**config.mk**
```make
export PLATFORM = sky130hd
export DESIGN_NAME = taskSchedTop
export DESIGN_NICKNAME = d
export VERILOG_FILES = /design/src/corePkg.sv /design/src/schedPkg.sv /design/src/taskSchedTop.sv /design/src/coreCluster.sv /design/src/insnStreamer.sv /design/src/dispatchControl.sv /design/src/frameDecoder.sv /design/src/taskMemory.sv
export SDC_FILE = /design/constraint.sdc
export NUM_CORES = 2
export LEC_CHECK = 0
export BUFFER_PORTS_ARGS = -buffer_cell sky130_fd_sc_hd__buf_2
export CAP_MARGIN = 20
export CORE_UTILIZATION = 24
export DETAILED_ROUTE_END_ITERATION = 16
export MAX_ROUTING_LAYER = met4
export PLACE_DENSITY = 0.35
export SETUP_SLACK_MARGIN = 0.02
export SLEW_MARGIN = 20
export SYNTH_ARGS = -nofsm -noshare
export SYNTH_HDL_FRONTEND = slang
export SYNTH_HIERARCHICAL = 1
export SYNTH_SLANG_ARGS = --single-unit
```
**constraint.sdc**
```tcl
create_clock -name clk -period 24.8 [get_ports clk]
set_clock_uncertainty 0.05 [all_clocks]
set_input_delay 1.24 -clock clk [delete_from_list [all_inputs] [get_ports clk]]
set_output_delay 1.24 -clock clk [all_outputs]
set_load 0.01 [all_outputs]
```
**src/corePkg.sv**
```systemverilog
package corePkg;

	localparam int numCores = 4;
	localparam int wordWidth = 16;
	localparam int accWidth = 16;
	localparam int immWidth = wordWidth - 4;
	localparam int initWidth = 8;			// R0 init value width

	typedef enum logic [3:0]
	{
		opNop = 4'd0,
		opAdd = 4'd1,
		opXor = 4'd2,
		opWait = 4'd3
	} opT;

	typedef struct packed
	{
		opT op;
		logic [immWidth-1:0] imm;
	} insnT;

	typedef struct packed
	{
		logic [numCores-1:0] wordValid;		// Per-core word strobe
		logic [wordWidth-1:0] word;
		logic start;
		logic [numCores-1:0] initMask;
		logic [numCores-1:0][initWidth-1:0] initVal;
	} coreCmdT;

endpackage

```
**src/schedPkg.sv**
```systemverilog
package schedPkg;

	localparam int taskDepth = 16;
	localparam int ptrWidth = 4;
	localparam int frameWidth = 64;
	localparam int loadTime = 4;			// Instruction words per frame
	localparam int loadIdxWidth = $clog2(loadTime);
	localparam int loadCntWidth = $clog2(loadTime + 1);

	typedef enum logic [1:0]
	{
		fenceNo = 2'd0,
		fenceAcq = 2'd1,
		fenceRel = 2'd2
	} fenceT;

	// Raw control frame with frameCount in the low bits
	typedef struct packed
	{
		logic [12:0] spare;
		logic [3:0][7:0] r0Val;
		logic [3:0] r0Mask;
		logic [3:0] coreMask;
		logic [ptrWidth-1:0] stopAddr;
		logic stop;
		logic [1:0] fence;
		logic [ptrWidth-1:0] frameCount;
	} ctrlFrameT;

	typedef struct packed
	{
		logic [ptrWidth-1:0] frameCount;
		fenceT fence;
		logic stop;
		logic [ptrWidth-1:0] stopAddr;
		logic [3:0] coreMask;
		logic [3:0] r0Mask;
		logic [3:0][7:0] r0Val;
		logic [loadTime-1:0][frameWidth/loadTime-1:0] words;	// Word 0 streams first
	} decodedT;

endpackage
```
**src/taskSchedTop.sv**
```systemverilog
`timescale 1ns/1ps

module taskSchedTop
(
	input logic clk,
	input logic reset,
	input logic hostWrite,
	input logic [schedPkg::ptrWidth-1:0] hostAddr,
	input logic [schedPkg::frameWidth-1:0] hostData,
	input logic hostGo,
	output logic busy,
	output logic done,
	output logic [corePkg::numCores-1:0] coreStart,
	output logic [corePkg::numCores-1:0] coreReady,
	output logic [corePkg::numCores*corePkg::accWidth-1:0] coreAcc
);

	logic [schedPkg::ptrWidth-1:0] rdPtr;
	logic [schedPkg::frameWidth-1:0] rdFrame;
	schedPkg::decodedT decoded;
	logic issue;
	logic [schedPkg::frameWidth-1:0] issueWords;
	logic [corePkg::numCores-1:0] activeMask;
	logic initStrobe;
	logic [corePkg::numCores-1:0] initMask;
	logic [corePkg::numCores*corePkg::initWidth-1:0] initVal;
	logic streamDone;
	corePkg::coreCmdT cmd;

	taskMemory u_taskMemory
	(
		.clk(clk),
		.reset(reset),
		.hostWrite(hostWrite),
		.hostAddr(hostAddr),
		.hostData(hostData),
		.rdPtr(rdPtr),
		.rdFrame(rdFrame)
	);

	frameDecoder u_frameDecoder
	(
		.clk(clk),
		.reset(reset),
		.rdFrame(rdFrame),
		.decoded(decoded)
	);

	dispatchControl u_dispatchControl
	(
		.clk(clk),
		.reset(reset),
		.hostGo(hostGo),
		.decoded(decoded),
		.coreReady(coreReady),
		.streamDone(streamDone),
		.rdPtr(rdPtr),
		.issue(issue),
		.issueWords(issueWords),
		.activeMask(activeMask),
		.initStrobe(initStrobe),
		.initMask(initMask),
		.initVal(initVal),
		.busy(busy),
		.done(done)
	);

	insnStreamer u_insnStreamer
	(
		.clk(clk),
		.reset(reset),
		.issue(issue),
		.issueWords(issueWords),
		.activeMask(activeMask),
		.initStrobe(initStrobe),
		.initMask(initMask),
		.initVal(initVal),
		.cmd(cmd),
		.coreStart(coreStart),
		.streamDone(streamDone)
	);

	coreCluster u_coreCluster
	(
		.clk(clk),
		.reset(reset),
		.cmd(cmd),
		.coreStart(coreStart),
		.coreReady(coreReady),
		.coreAcc(coreAcc)
	);

endmodule

```
**src/coreCluster.sv**
```systemverilog
`timescale 1ns/1ps

module coreCluster
(
	input logic clk,
	input logic reset,
	input corePkg::coreCmdT cmd,
	input logic [corePkg::numCores-1:0] coreStart,
	output logic [corePkg::numCores-1:0] coreReady,
	output logic [corePkg::numCores*corePkg::accWidth-1:0] coreAcc
);

	genvar i;
	generate
		for (i = 0; i < corePkg::numCores; i++)
		begin : gCore
			corePkg::insnT prog [schedPkg::loadTime];
			corePkg::insnT cur;
			logic [schedPkg::loadIdxWidth-1:0] wrIdx;
			logic [schedPkg::loadCntWidth-1:0] pc;
			logic [corePkg::immWidth-1:0] waitCnt;
			logic [corePkg::accWidth-1:0] acc;
			logic running;
			logic pending;		// Low ready from first word to end of run

			assign cur = prog[pc[schedPkg::loadIdxWidth-1:0]];
			assign coreReady[i] = ~pending;
			assign coreAcc[i*corePkg::accWidth +: corePkg::accWidth] = acc;

			always_ff @(posedge clk)
			begin
				if (cmd.wordValid[i])
				begin
					prog[wrIdx] <= cmd.word;
				end
			end

			always_ff @(posedge clk)
			begin
				if (reset)
				begin
					wrIdx <= '0;
					pc <= '0;
					waitCnt <= '0;
					acc <= '0;
					running <= 1'b0;
					pending <= 1'b0;
				end
				else
				begin
					if (cmd.wordValid[i])
					begin
						wrIdx <= wrIdx + 1'b1;
						pending <= 1'b1;
					end
					if (cmd.initMask[i])
					begin
						acc <= corePkg::accWidth'(cmd.initVal[i]);	// R0 init
					end
					if (cmd.start && coreStart[i])
					begin
						running <= 1'b1;
						pc <= '0;
						wrIdx <= '0;
					end
					else if (running)
					begin
						if (waitCnt != '0)
						begin
							waitCnt <= waitCnt - 1'b1;
						end
						else if (pc == schedPkg::loadTime)
						begin
							running <= 1'b0;
							pending <= 1'b0;
						end
						else
						begin
							case (cur.op)
								corePkg::opAdd: acc <= acc + corePkg::accWidth'(cur.imm);
								corePkg::opXor: acc <= acc ^ corePkg::accWidth'(cur.imm);
								corePkg::opWait: waitCnt <= cur.imm;
								default: ;
							endcase
							pc <= pc + 1'b1;
						end
					end
				end
			end
		end
	endgenerate

endmodule

```
**src/insnStreamer.sv**
```systemverilog
`timescale 1ns/1ps

module insnStreamer
(
	input logic clk,
	input logic reset,
	input logic issue,
	input logic [schedPkg::frameWidth-1:0] issueWords,
	input logic [corePkg::numCores-1:0] activeMask,
	input logic initStrobe,
	input logic [corePkg::numCores-1:0] initMask,
	input logic [corePkg::numCores*corePkg::initWidth-1:0] initVal,
	output corePkg::coreCmdT cmd,
	output logic [corePkg::numCores-1:0] coreStart,
	output logic streamDone
);

	logic [schedPkg::frameWidth-1:0] shiftWords;
	logic [corePkg::numCores-1:0] mask;
	logic [schedPkg::loadCntWidth-1:0] loadCnt;
	logic loading;

	always_ff @(posedge clk)
	begin
		cmd.initVal <= initVal;
		if (reset)
		begin
			cmd.wordValid <= '0;
			cmd.start <= 1'b0;
			cmd.initMask <= '0;
			coreStart <= '0;
			streamDone <= 1'b0;
			loadCnt <= '0;
			loading <= 1'b0;
		end
		else
		begin
			cmd.start <= 1'b0;
			coreStart <= '0;
			streamDone <= 1'b0;
			cmd.initMask <= initStrobe ? initMask : '0;
			if (issue)
			begin
				cmd.wordValid <= activeMask;
				cmd.word <= issueWords[corePkg::wordWidth-1:0];
				shiftWords <= issueWords >> corePkg::wordWidth;
				mask <= activeMask;
				loadCnt <= 1;
				loading <= 1'b1;
			end
			else if (loading)
			begin
				if (loadCnt == schedPkg::loadTime)	// All words out
				begin
					cmd.wordValid <= '0;
					cmd.start <= 1'b1;
					coreStart <= mask;
					streamDone <= 1'b1;
					loading <= 1'b0;
				end
				else
				begin
					cmd.word <= shiftWords[corePkg::wordWidth-1:0];
					shiftWords <= shiftWords >> corePkg::wordWidth;
					loadCnt <= loadCnt + 1'b1;
				end
			end
		end
	end

endmodule

```
**src/dispatchControl.sv**
```systemverilog
`timescale 1ns/1ps

module dispatchControl
(
	input logic clk,
	input logic reset,
	input logic hostGo,
	input schedPkg::decodedT decoded,
	input logic [corePkg::numCores-1:0] coreReady,
	input logic streamDone,
	output logic [schedPkg::ptrWidth-1:0] rdPtr,
	output logic issue,
	output logic [schedPkg::frameWidth-1:0] issueWords,
	output logic [corePkg::numCores-1:0] activeMask,
	output logic initStrobe,
	output logic [corePkg::numCores-1:0] initMask,
	output logic [corePkg::numCores*corePkg::initWidth-1:0] initVal,
	output logic busy,
	output logic done
);

	typedef enum logic [2:0]
	{
		stIdle,
		stSettle,
		stCtrlWait,
		stIssue,
		stStreamWait,
		stFinish
	} stateT;

	stateT state;
	schedPkg::fenceT fence;
	logic [schedPkg::ptrWidth-1:0] ptr;
	logic [schedPkg::ptrWidth-1:0] remaining;
	logic [schedPkg::ptrWidth-1:0] stopAddr;
	logic settleCnt;
	logic stopPending;
	logic laterFrame;
	logic allReady;
	logic strictFence;
	logic acceptCtrl;
	logic activeReady;

	assign rdPtr = ptr;
	assign allReady = &coreReady;
	assign strictFence = (fence != schedPkg::fenceNo) || (decoded.fence == schedPkg::fenceRel);
	assign acceptCtrl = strictFence ? allReady : ((~coreReady & decoded.coreMask) == '0);
	assign activeReady = (~coreReady & activeMask) == '0;

	always_ff @(posedge clk)
	begin
		if (reset)
		begin
			state <= stIdle;
			fence <= schedPkg::fenceNo;
			ptr <= '0;
			remaining <= '0;
			settleCnt <= 1'b0;
			stopPending <= 1'b0;
			laterFrame <= 1'b0;
			activeMask <= '0;
			issue <= 1'b0;
			initStrobe <= 1'b0;
			initMask <= '0;
			busy <= 1'b0;
			done <= 1'b0;
		end
		else
		begin
			issue <= 1'b0;
			initStrobe <= 1'b0;
			done <= 1'b0;
			case (state)
				stIdle:
				begin
					if (hostGo)
					begin
						ptr <= '0;
						fence <= schedPkg::fenceNo;
						remaining <= '0;
						settleCnt <= 1'b0;
						busy <= 1'b1;
						state <= stSettle;
					end
				end
				stSettle:		// Memory read plus decode
				begin
					if (settleCnt)
					begin
						settleCnt <= 1'b0;
						state <= (remaining == '0) ? stCtrlWait : stIssue;
					end
					else
					begin
						settleCnt <= 1'b1;
					end
				end
				stCtrlWait:
				begin
					if (decoded.frameCount == '0)
					begin
						state <= stFinish;	// End of program
					end
					else if (acceptCtrl)
					begin
						fence <= decoded.fence;
						activeMask <= decoded.coreMask;
						remaining <= decoded.frameCount;
						stopPending <= decoded.stop;
						stopAddr <= decoded.stopAddr;
						initStrobe <= 1'b1;
						initMask <= decoded.r0Mask;
						initVal <= decoded.r0Val;
						laterFrame <= 1'b0;
						ptr <= ptr + 1'b1;
						state <= stSettle;
					end
				end
				stIssue:
				begin
					if (!laterFrame || activeReady)
					begin
						issue <= 1'b1;
						issueWords <= decoded.words;
						state <= stStreamWait;
					end
				end
				stStreamWait:
				begin
					if (streamDone)
					begin
						laterFrame <= 1'b1;
						remaining <= remaining - 1'b1;
						state <= stSettle;
						if (remaining == 1 && stopPending)
						begin
							ptr <= stopAddr;
							fence <= schedPkg::fenceRel;	// Drain all cores
							stopPending <= 1'b0;
						end
						else
						begin
							ptr <= ptr + 1'b1;
						end
					end
				end
				stFinish:
				begin
					if (allReady)
					begin
						done <= 1'b1;
						busy <= 1'b0;
						state <= stIdle;
					end
				end
				default: state <= stIdle;
			endcase
		end
	end

endmodule

```
**src/frameDecoder.sv**
```systemverilog
`timescale 1ns/1ps

module frameDecoder
(
	input logic clk,
	input logic reset,
	input logic [schedPkg::frameWidth-1:0] rdFrame,
	output schedPkg::decodedT decoded
);

	schedPkg::ctrlFrameT ctrl;
	schedPkg::fenceT fenceCode;

	assign ctrl = rdFrame;

	// Unused code 3 falls back to no fence
	always_comb
	begin
		case (ctrl.fence)
			2'd1: fenceCode = schedPkg::fenceAcq;
			2'd2: fenceCode = schedPkg::fenceRel;
			default: fenceCode = schedPkg::fenceNo;
		endcase
	end

	always_ff @(posedge clk)
	begin
		if (reset)
		begin
			decoded <= '0;
		end
		else
		begin
			decoded.frameCount <= ctrl.frameCount;
			decoded.fence <= fenceCode;
			decoded.stop <= ctrl.stop;
			decoded.stopAddr <= ctrl.stopAddr;
			decoded.coreMask <= ctrl.coreMask;
			decoded.r0Mask <= ctrl.r0Mask;
			decoded.r0Val <= ctrl.r0Val;
			decoded.words <= rdFrame;	// Same bits viewed as instruction words
		end
	end

endmodule

```
**src/taskMemory.sv**
```systemverilog
`timescale 1ns/1ps

module taskMemory
(
	input logic clk,
	input logic reset,
	input logic hostWrite,
	input logic [schedPkg::ptrWidth-1:0] hostAddr,
	input logic [schedPkg::frameWidth-1:0] hostData,
	input logic [schedPkg::ptrWidth-1:0] rdPtr,
	output logic [schedPkg::frameWidth-1:0] rdFrame
);

	logic [schedPkg::frameWidth-1:0] mem [schedPkg::taskDepth];

	always_ff @(posedge clk)
	begin
		if (hostWrite)
		begin
			mem[hostAddr] <= hostData;
		end
	end

	always_ff @(posedge clk)
	begin
		if (reset)
		begin
			rdFrame <= '0;
		end
		else
		begin
			rdFrame <= mem[rdPtr];		// One cycle read latency
		end
	end

endmodule

```
Yosys cells after proc, flatten, opt, wreduce, memory -nomap -nowiden:

Memories as Yosys holds them, arrays and structs flattened. A register that Yosys moved wholly into a read port is not among the register bits.
Cells that the tools add are included.

* $add $sub $neg: 19
* muxes and demuxes: 149
* reduce and logical (&&, ||, !) cells: 63
* bitwise operators: 31
* equality and inequality tests: 40

Operators by type and width (count)
* two-way mux 16 bit: 21
* two-way mux 12 bit: 12
* two-way mux 64 bit: 2
* case mux 16 bit (2 select lines): 4
* two-way mux 1 bit: 69
* adder 16 x 12 -> 16 bit: 4
* bitwise XOR 16 x 12 -> 16 bit: 4
* two-way mux 48 bit: 1
* nonzero test 12 bit: 4
* subtractor 12 x 1 -> 12 bit, second input constant: 4
* two-way mux 4 bit: 9
* equality test 4 x 2 -> 1 bit, second input constant: 8
* AND reduction 4 bit: 7
* two-way mux 2 bit: 13
* inverter 1 bit: 24
* case mux 4 bit (3 select lines): 2
* AND reduction 3 bit: 8
* equality test 3 bit, second input constant: 7
* two-way mux 21 bit: 1
* two-way mux 3 bit: 7
* equality test 4 x 1 -> 1 bit, second input constant: 5
* two-way mux 20 bit: 1
* inequality test 2 x 1 -> 1 bit, second input constant: 10
* nonzero test 2 bit: 10
* 28 further kinds: 65

* memories: 5
* bits in writable memories: 1280
* register bits: 516
* input port bits: 72

Memory list
* u_taskMemory.mem: depth 16, bits a word 64, rd ports 1, clocked after memory_dff 1, write ports 1, line taskMemory.sv:14 `logic [schedPkg::frameWidth-1:0] mem [schedPkg::taskDepth];`
* u_coreCluster.gCore[0].prog: depth 4, bits a word 16, rd ports 1, clocked after memory_dff 1, write ports 1, line coreCluster.sv:17 `corePkg::insnT prog [schedPkg::loadTime];`
* u_coreCluster.gCore[1].prog: depth 4, bits a word 16, rd ports 1, clocked after memory_dff 1, write ports 1, line coreCluster.sv:17
* u_coreCluster.gCore[2].prog: depth 4, bits a word 16, rd ports 1, clocked after memory_dff 1, write ports 1, line coreCluster.sv:17
* u_coreCluster.gCore[3].prog: depth 4, bits a word 16, rd ports 1, clocked after memory_dff 1, write ports 1, line coreCluster.sv:17

Logic depth before layout (Yosys ltp):

* depth after elaboration: 8
* depth in mapped cells: 11

Cells and area by module:

Netlist, hierarchy kept.

By module, submodules not included
* taskMemory: area an instance 40751.6 µm², instances 1, cells an instance 2144
* coreCluster: area an instance 19736.4 µm², instances 1, cells an instance 1669
* dispatchControl: area an instance 4561.9 µm², instances 1, cells an instance 283
* insnStreamer: area an instance 3967.6 µm², instances 1, cells an instance 231
* frameDecoder: area an instance 2167.1 µm², instances 1, cells an instance 188

Worst setup path before layout:

Ideal clock, no wire load.

* path kind: input to register
* start: in reset
* end: reg u_dispatchControl/issueWords[0] in the netlist's numbering, enable pin
* path slack: 16.495 ns
* stages on the path: 2
* arrival time: 7.612 ns
* buffers on the path: 1
* cell sequence: clkbuf_1 > nor4_1

* longest elaborated chain between the ends: 2

Ends and longest elaborated chain
* start, declared: line taskSchedTop.sv:6 `input logic reset,`
* inverter 1 bit (no source line)
* AND reduction 3 bit (no source line)
* end signal, assigned: line dispatchControl.sv:125 `issueWords <= decoded.words;`
* end, declared: line dispatchControl.sv:13 `output logic [schedPkg::frameWidth-1:0] issueWords,`

No other way between the ends.
A chain may end at the register's enable or synchronous reset.

==> metrics.cfg <==
[status]
outcome = finished, final reports clean

[clock_network]
path_clk_slew_ps = 60
cts_hold_buf = 0
cts_max_path_buffers = 4
insertion_delay_ps = 890
htree_num_levels = 4
root_buffer = clkbuf_16
cts_tree = done
postCtsSetupRepairBufs = 0
cts_sinks = 1803
cts_resized = 0
cts_buffers = 212

[cells_and_area]
final_cell_area_um2 = 82910
multiInputGateArea_um2 = 18930
synthToLayoutAreaGrowth_pct = 16.47
fillCellCount = 29601
final_common_cell = edfxtp_1
final_util = 0.2815
regArea_um2 = 50600
final_cells = 8807
drive_gt1_frac = 0.1529
final_cell_mix = edfxtp_1 (1448), mux2i_1 (506), dfxtp_1 (352)
final_nets = 4845

[synth]
yosysSeqAreaShare = 0.7107
post-synth-top-area-cell = edfxtp_1
yosysWarnings = 6
synth_area_per_cell_um2 = 15.77
synth_edf_count = 1448
yosysTopAreaCellShare = 0.6108
syn_inst = 4515
syn-cell-area_um2 = 71180
synth-seq-cells = 1803
ys.flop_type = edfxtp_1
synth_area_leaders = edfxtp_1 (61%), dfxtp_1 (10%), mux2i_1 (7.1%)
syn-num-nets = 4672
synth_cell_type_count = 110
async_reset_ff_frac = 0

[worst_setup_path]
critPathLaunchType = flop
worstRegToRegCells = 8
cp.required_ps = 25430
cp_data_arrival_time_ps = 4490
end_kind = flop
cp_max_fo = 16
r2r-end = u_coreCluster/gCore[3].acc[14]
r2r_setup_slack_ps = 20940
crit_type = flop to flop

[grt]
grt_max_degree = 92
grt_pass1_vias = 40241
grt_usage = 0.1449
grt_pass1_wl_um = 306100
antenna_found_initial = 44
grt_overflow = 0

[timing]
tns_ps = 0
hold_violations = 0
min_period_over_period = 0.1558
maxSlewViolCount = 0
layout_min_cycle_time_ps = 3863
worst_pin_slew_ps = 1090
rsz0062_at_grt = no
timing.slew.headroom = 0.2731
fmax_ghz = 0.2589
setup_viol = 0

[job]
cap_violations = 0

[placed_design]
placed_cell_area_um2 = 76050
hpwl_um = 128300
place_inst = 8393
port_buffers = 145
gp_congestion = 0.7596

[power]
p_total_w = 0.006918
power_density_nw_per_um2 = 83.44
peakVddDrop_uv = 54.56
leakage_nw = 26.62

[min_path]
whs_path_depth = 0
worstHoldStart = u_dispatchControl/initVal[0]
worstHoldEndpoint = u_insnStreamer/cmd[0]
hp-class = flop to flop

[die]
die_area_um2 = 298800
initial_core_util = 0.2417
dieHeight_um = 546.6
core_area_um2 = 294600
die_width_um = 546.6
num_rows = 199
pin_count = 146

[routing]
drt-total-wl_um = 214600
drtIter0Drc = 2479
remaining_drc_errors = 0
dr_total_vias = 39390
ant_nets = 0
via_per_inst = 4.473
first_pass_iters = 5
avgRoutedWirePerCell_um = 24.37

flip-flops by register name, indices dropped and copies added, names as in the netlist, 32 cells and up, named ones only:
name                          cells
u_coreCluster/gCore.acc          64
u_dispatchControl/initVal        32
u_coreCluster/gCore.prog        256
u_taskMemory/rdFrame             64
u_taskMemory/mem               1024
u_frameDecoder/decoded           66
u_coreCluster/gCore.waitCnt      48
u_insnStreamer/cmd               56
u_dispatchControl/issueWords     64
u_insnStreamer/shiftWords        48
cells in the mapped netlist (14+ instances only):
cell / instances
nor4_1: 16
or3_1: 16
ha_1: 81
a22oi_1: 209
a21o_1: 23
inv_1: 72
buf_4: 77
o21ai_0: 135
nand2_1: 230
or2_2: 16
a211oi_1: 30
clkbuf_1: 101
o21ai_1: 21
a22o_1: 19
a31oi_1: 15
o31ai_1: 17
a221oi_1: 35
buf_2: 43
and3_1: 16
edfxtp_1: 1448
mux4_2: 90
nor3_1: 59
buf_6: 28
a21oi_1: 126
nor2b_1: 89
dfxtp_1: 355
mux2i_1: 506
nor2_1: 162
nand3_1: 48
o22ai_1: 51
and2_1: 62
nand2b_1: 15
mux2_2: 34
xnor2_1: 14
report_power, final:
group / internal [W] / switching, W
registers: 0.00333 / 0.0000592
logic: 0.000170 / 0.000284
clock network: 0.00182 / 0.00126
per-layer routing:
layer	GRT usage	wire length, µm	vias to the layer above
li1	-	-	18004
met1	0.1977	103200	20358
met2	0.2254	98370	733
met3	0.02331	8701	295
met4	0.03245	4320	0
met5	-	0	-
stage by stage:
stage / worst slack [ps] / hold WS [ps]
after global routing: 20560 / 299.3
final: 20940 / 290.8
after floorplan: 16500 / 273.3
after global placement: 20730 / 278.8
after detailed placement: 20670 / 279.6
after CTS: 20890 / 293.2
final cells by class:
type                            count  area share
Antenna cell                       23   0.0006942
Clock buffer                      284     0.06920
Clock inverter                    107     0.01283
Inverter                           72    0.003260
Multi-Input combinational cell   2378      0.2284
Sequential cell                  1803      0.6103
Tap cell                         3919     0.05914
Timing Repair Buffer              221     0.01621
worst max path at each step:
stage	start	endpoint	slack, ps	depth (start not counted)
2_1_floorplan	reset	u_dispatchControl/issueWords[0]	16500	2
3_3_place_gp	hostAddr[2]	u_taskMemory/mem[11][17]	20730	5
3_5_place_dp	hostAddr[2]	u_taskMemory/mem[11][17]	20670	5
4_1_cts	flop	u_coreCluster/gCore[3].acc[14]	20890	8
5_1_grt	flop	u_coreCluster/gCore[0].acc[11]	20560	8
6_report	flop	u_coreCluster/gCore[3].acc[14]	20940	8
critical path, cell delays in order (launching register included):
cell and delay (ps):
dfxtp_1 910, mux4_2 460, ha_1 410, nand2_1 90, o311ai_0 760, o21ai_0 340, a211oi_1 350, mux2i_1 240
a311oi_1 100
cells by family (layout without fill, tap and decap cells):
logic type      after synthesis  after routing  synth area share
compound gates              832            832           0.08177
xor+xnor                     18             18          0.002215
fa+ha+maj                    85             85           0.01536
buf+inv                     334            684           0.02577
flops                      1803           1803            0.7107
mux                         631            631            0.1052
other cells                   0             23                 0
simple gates                812            812           0.05901
No activity file was read; power rests on OpenSTA's default activity.
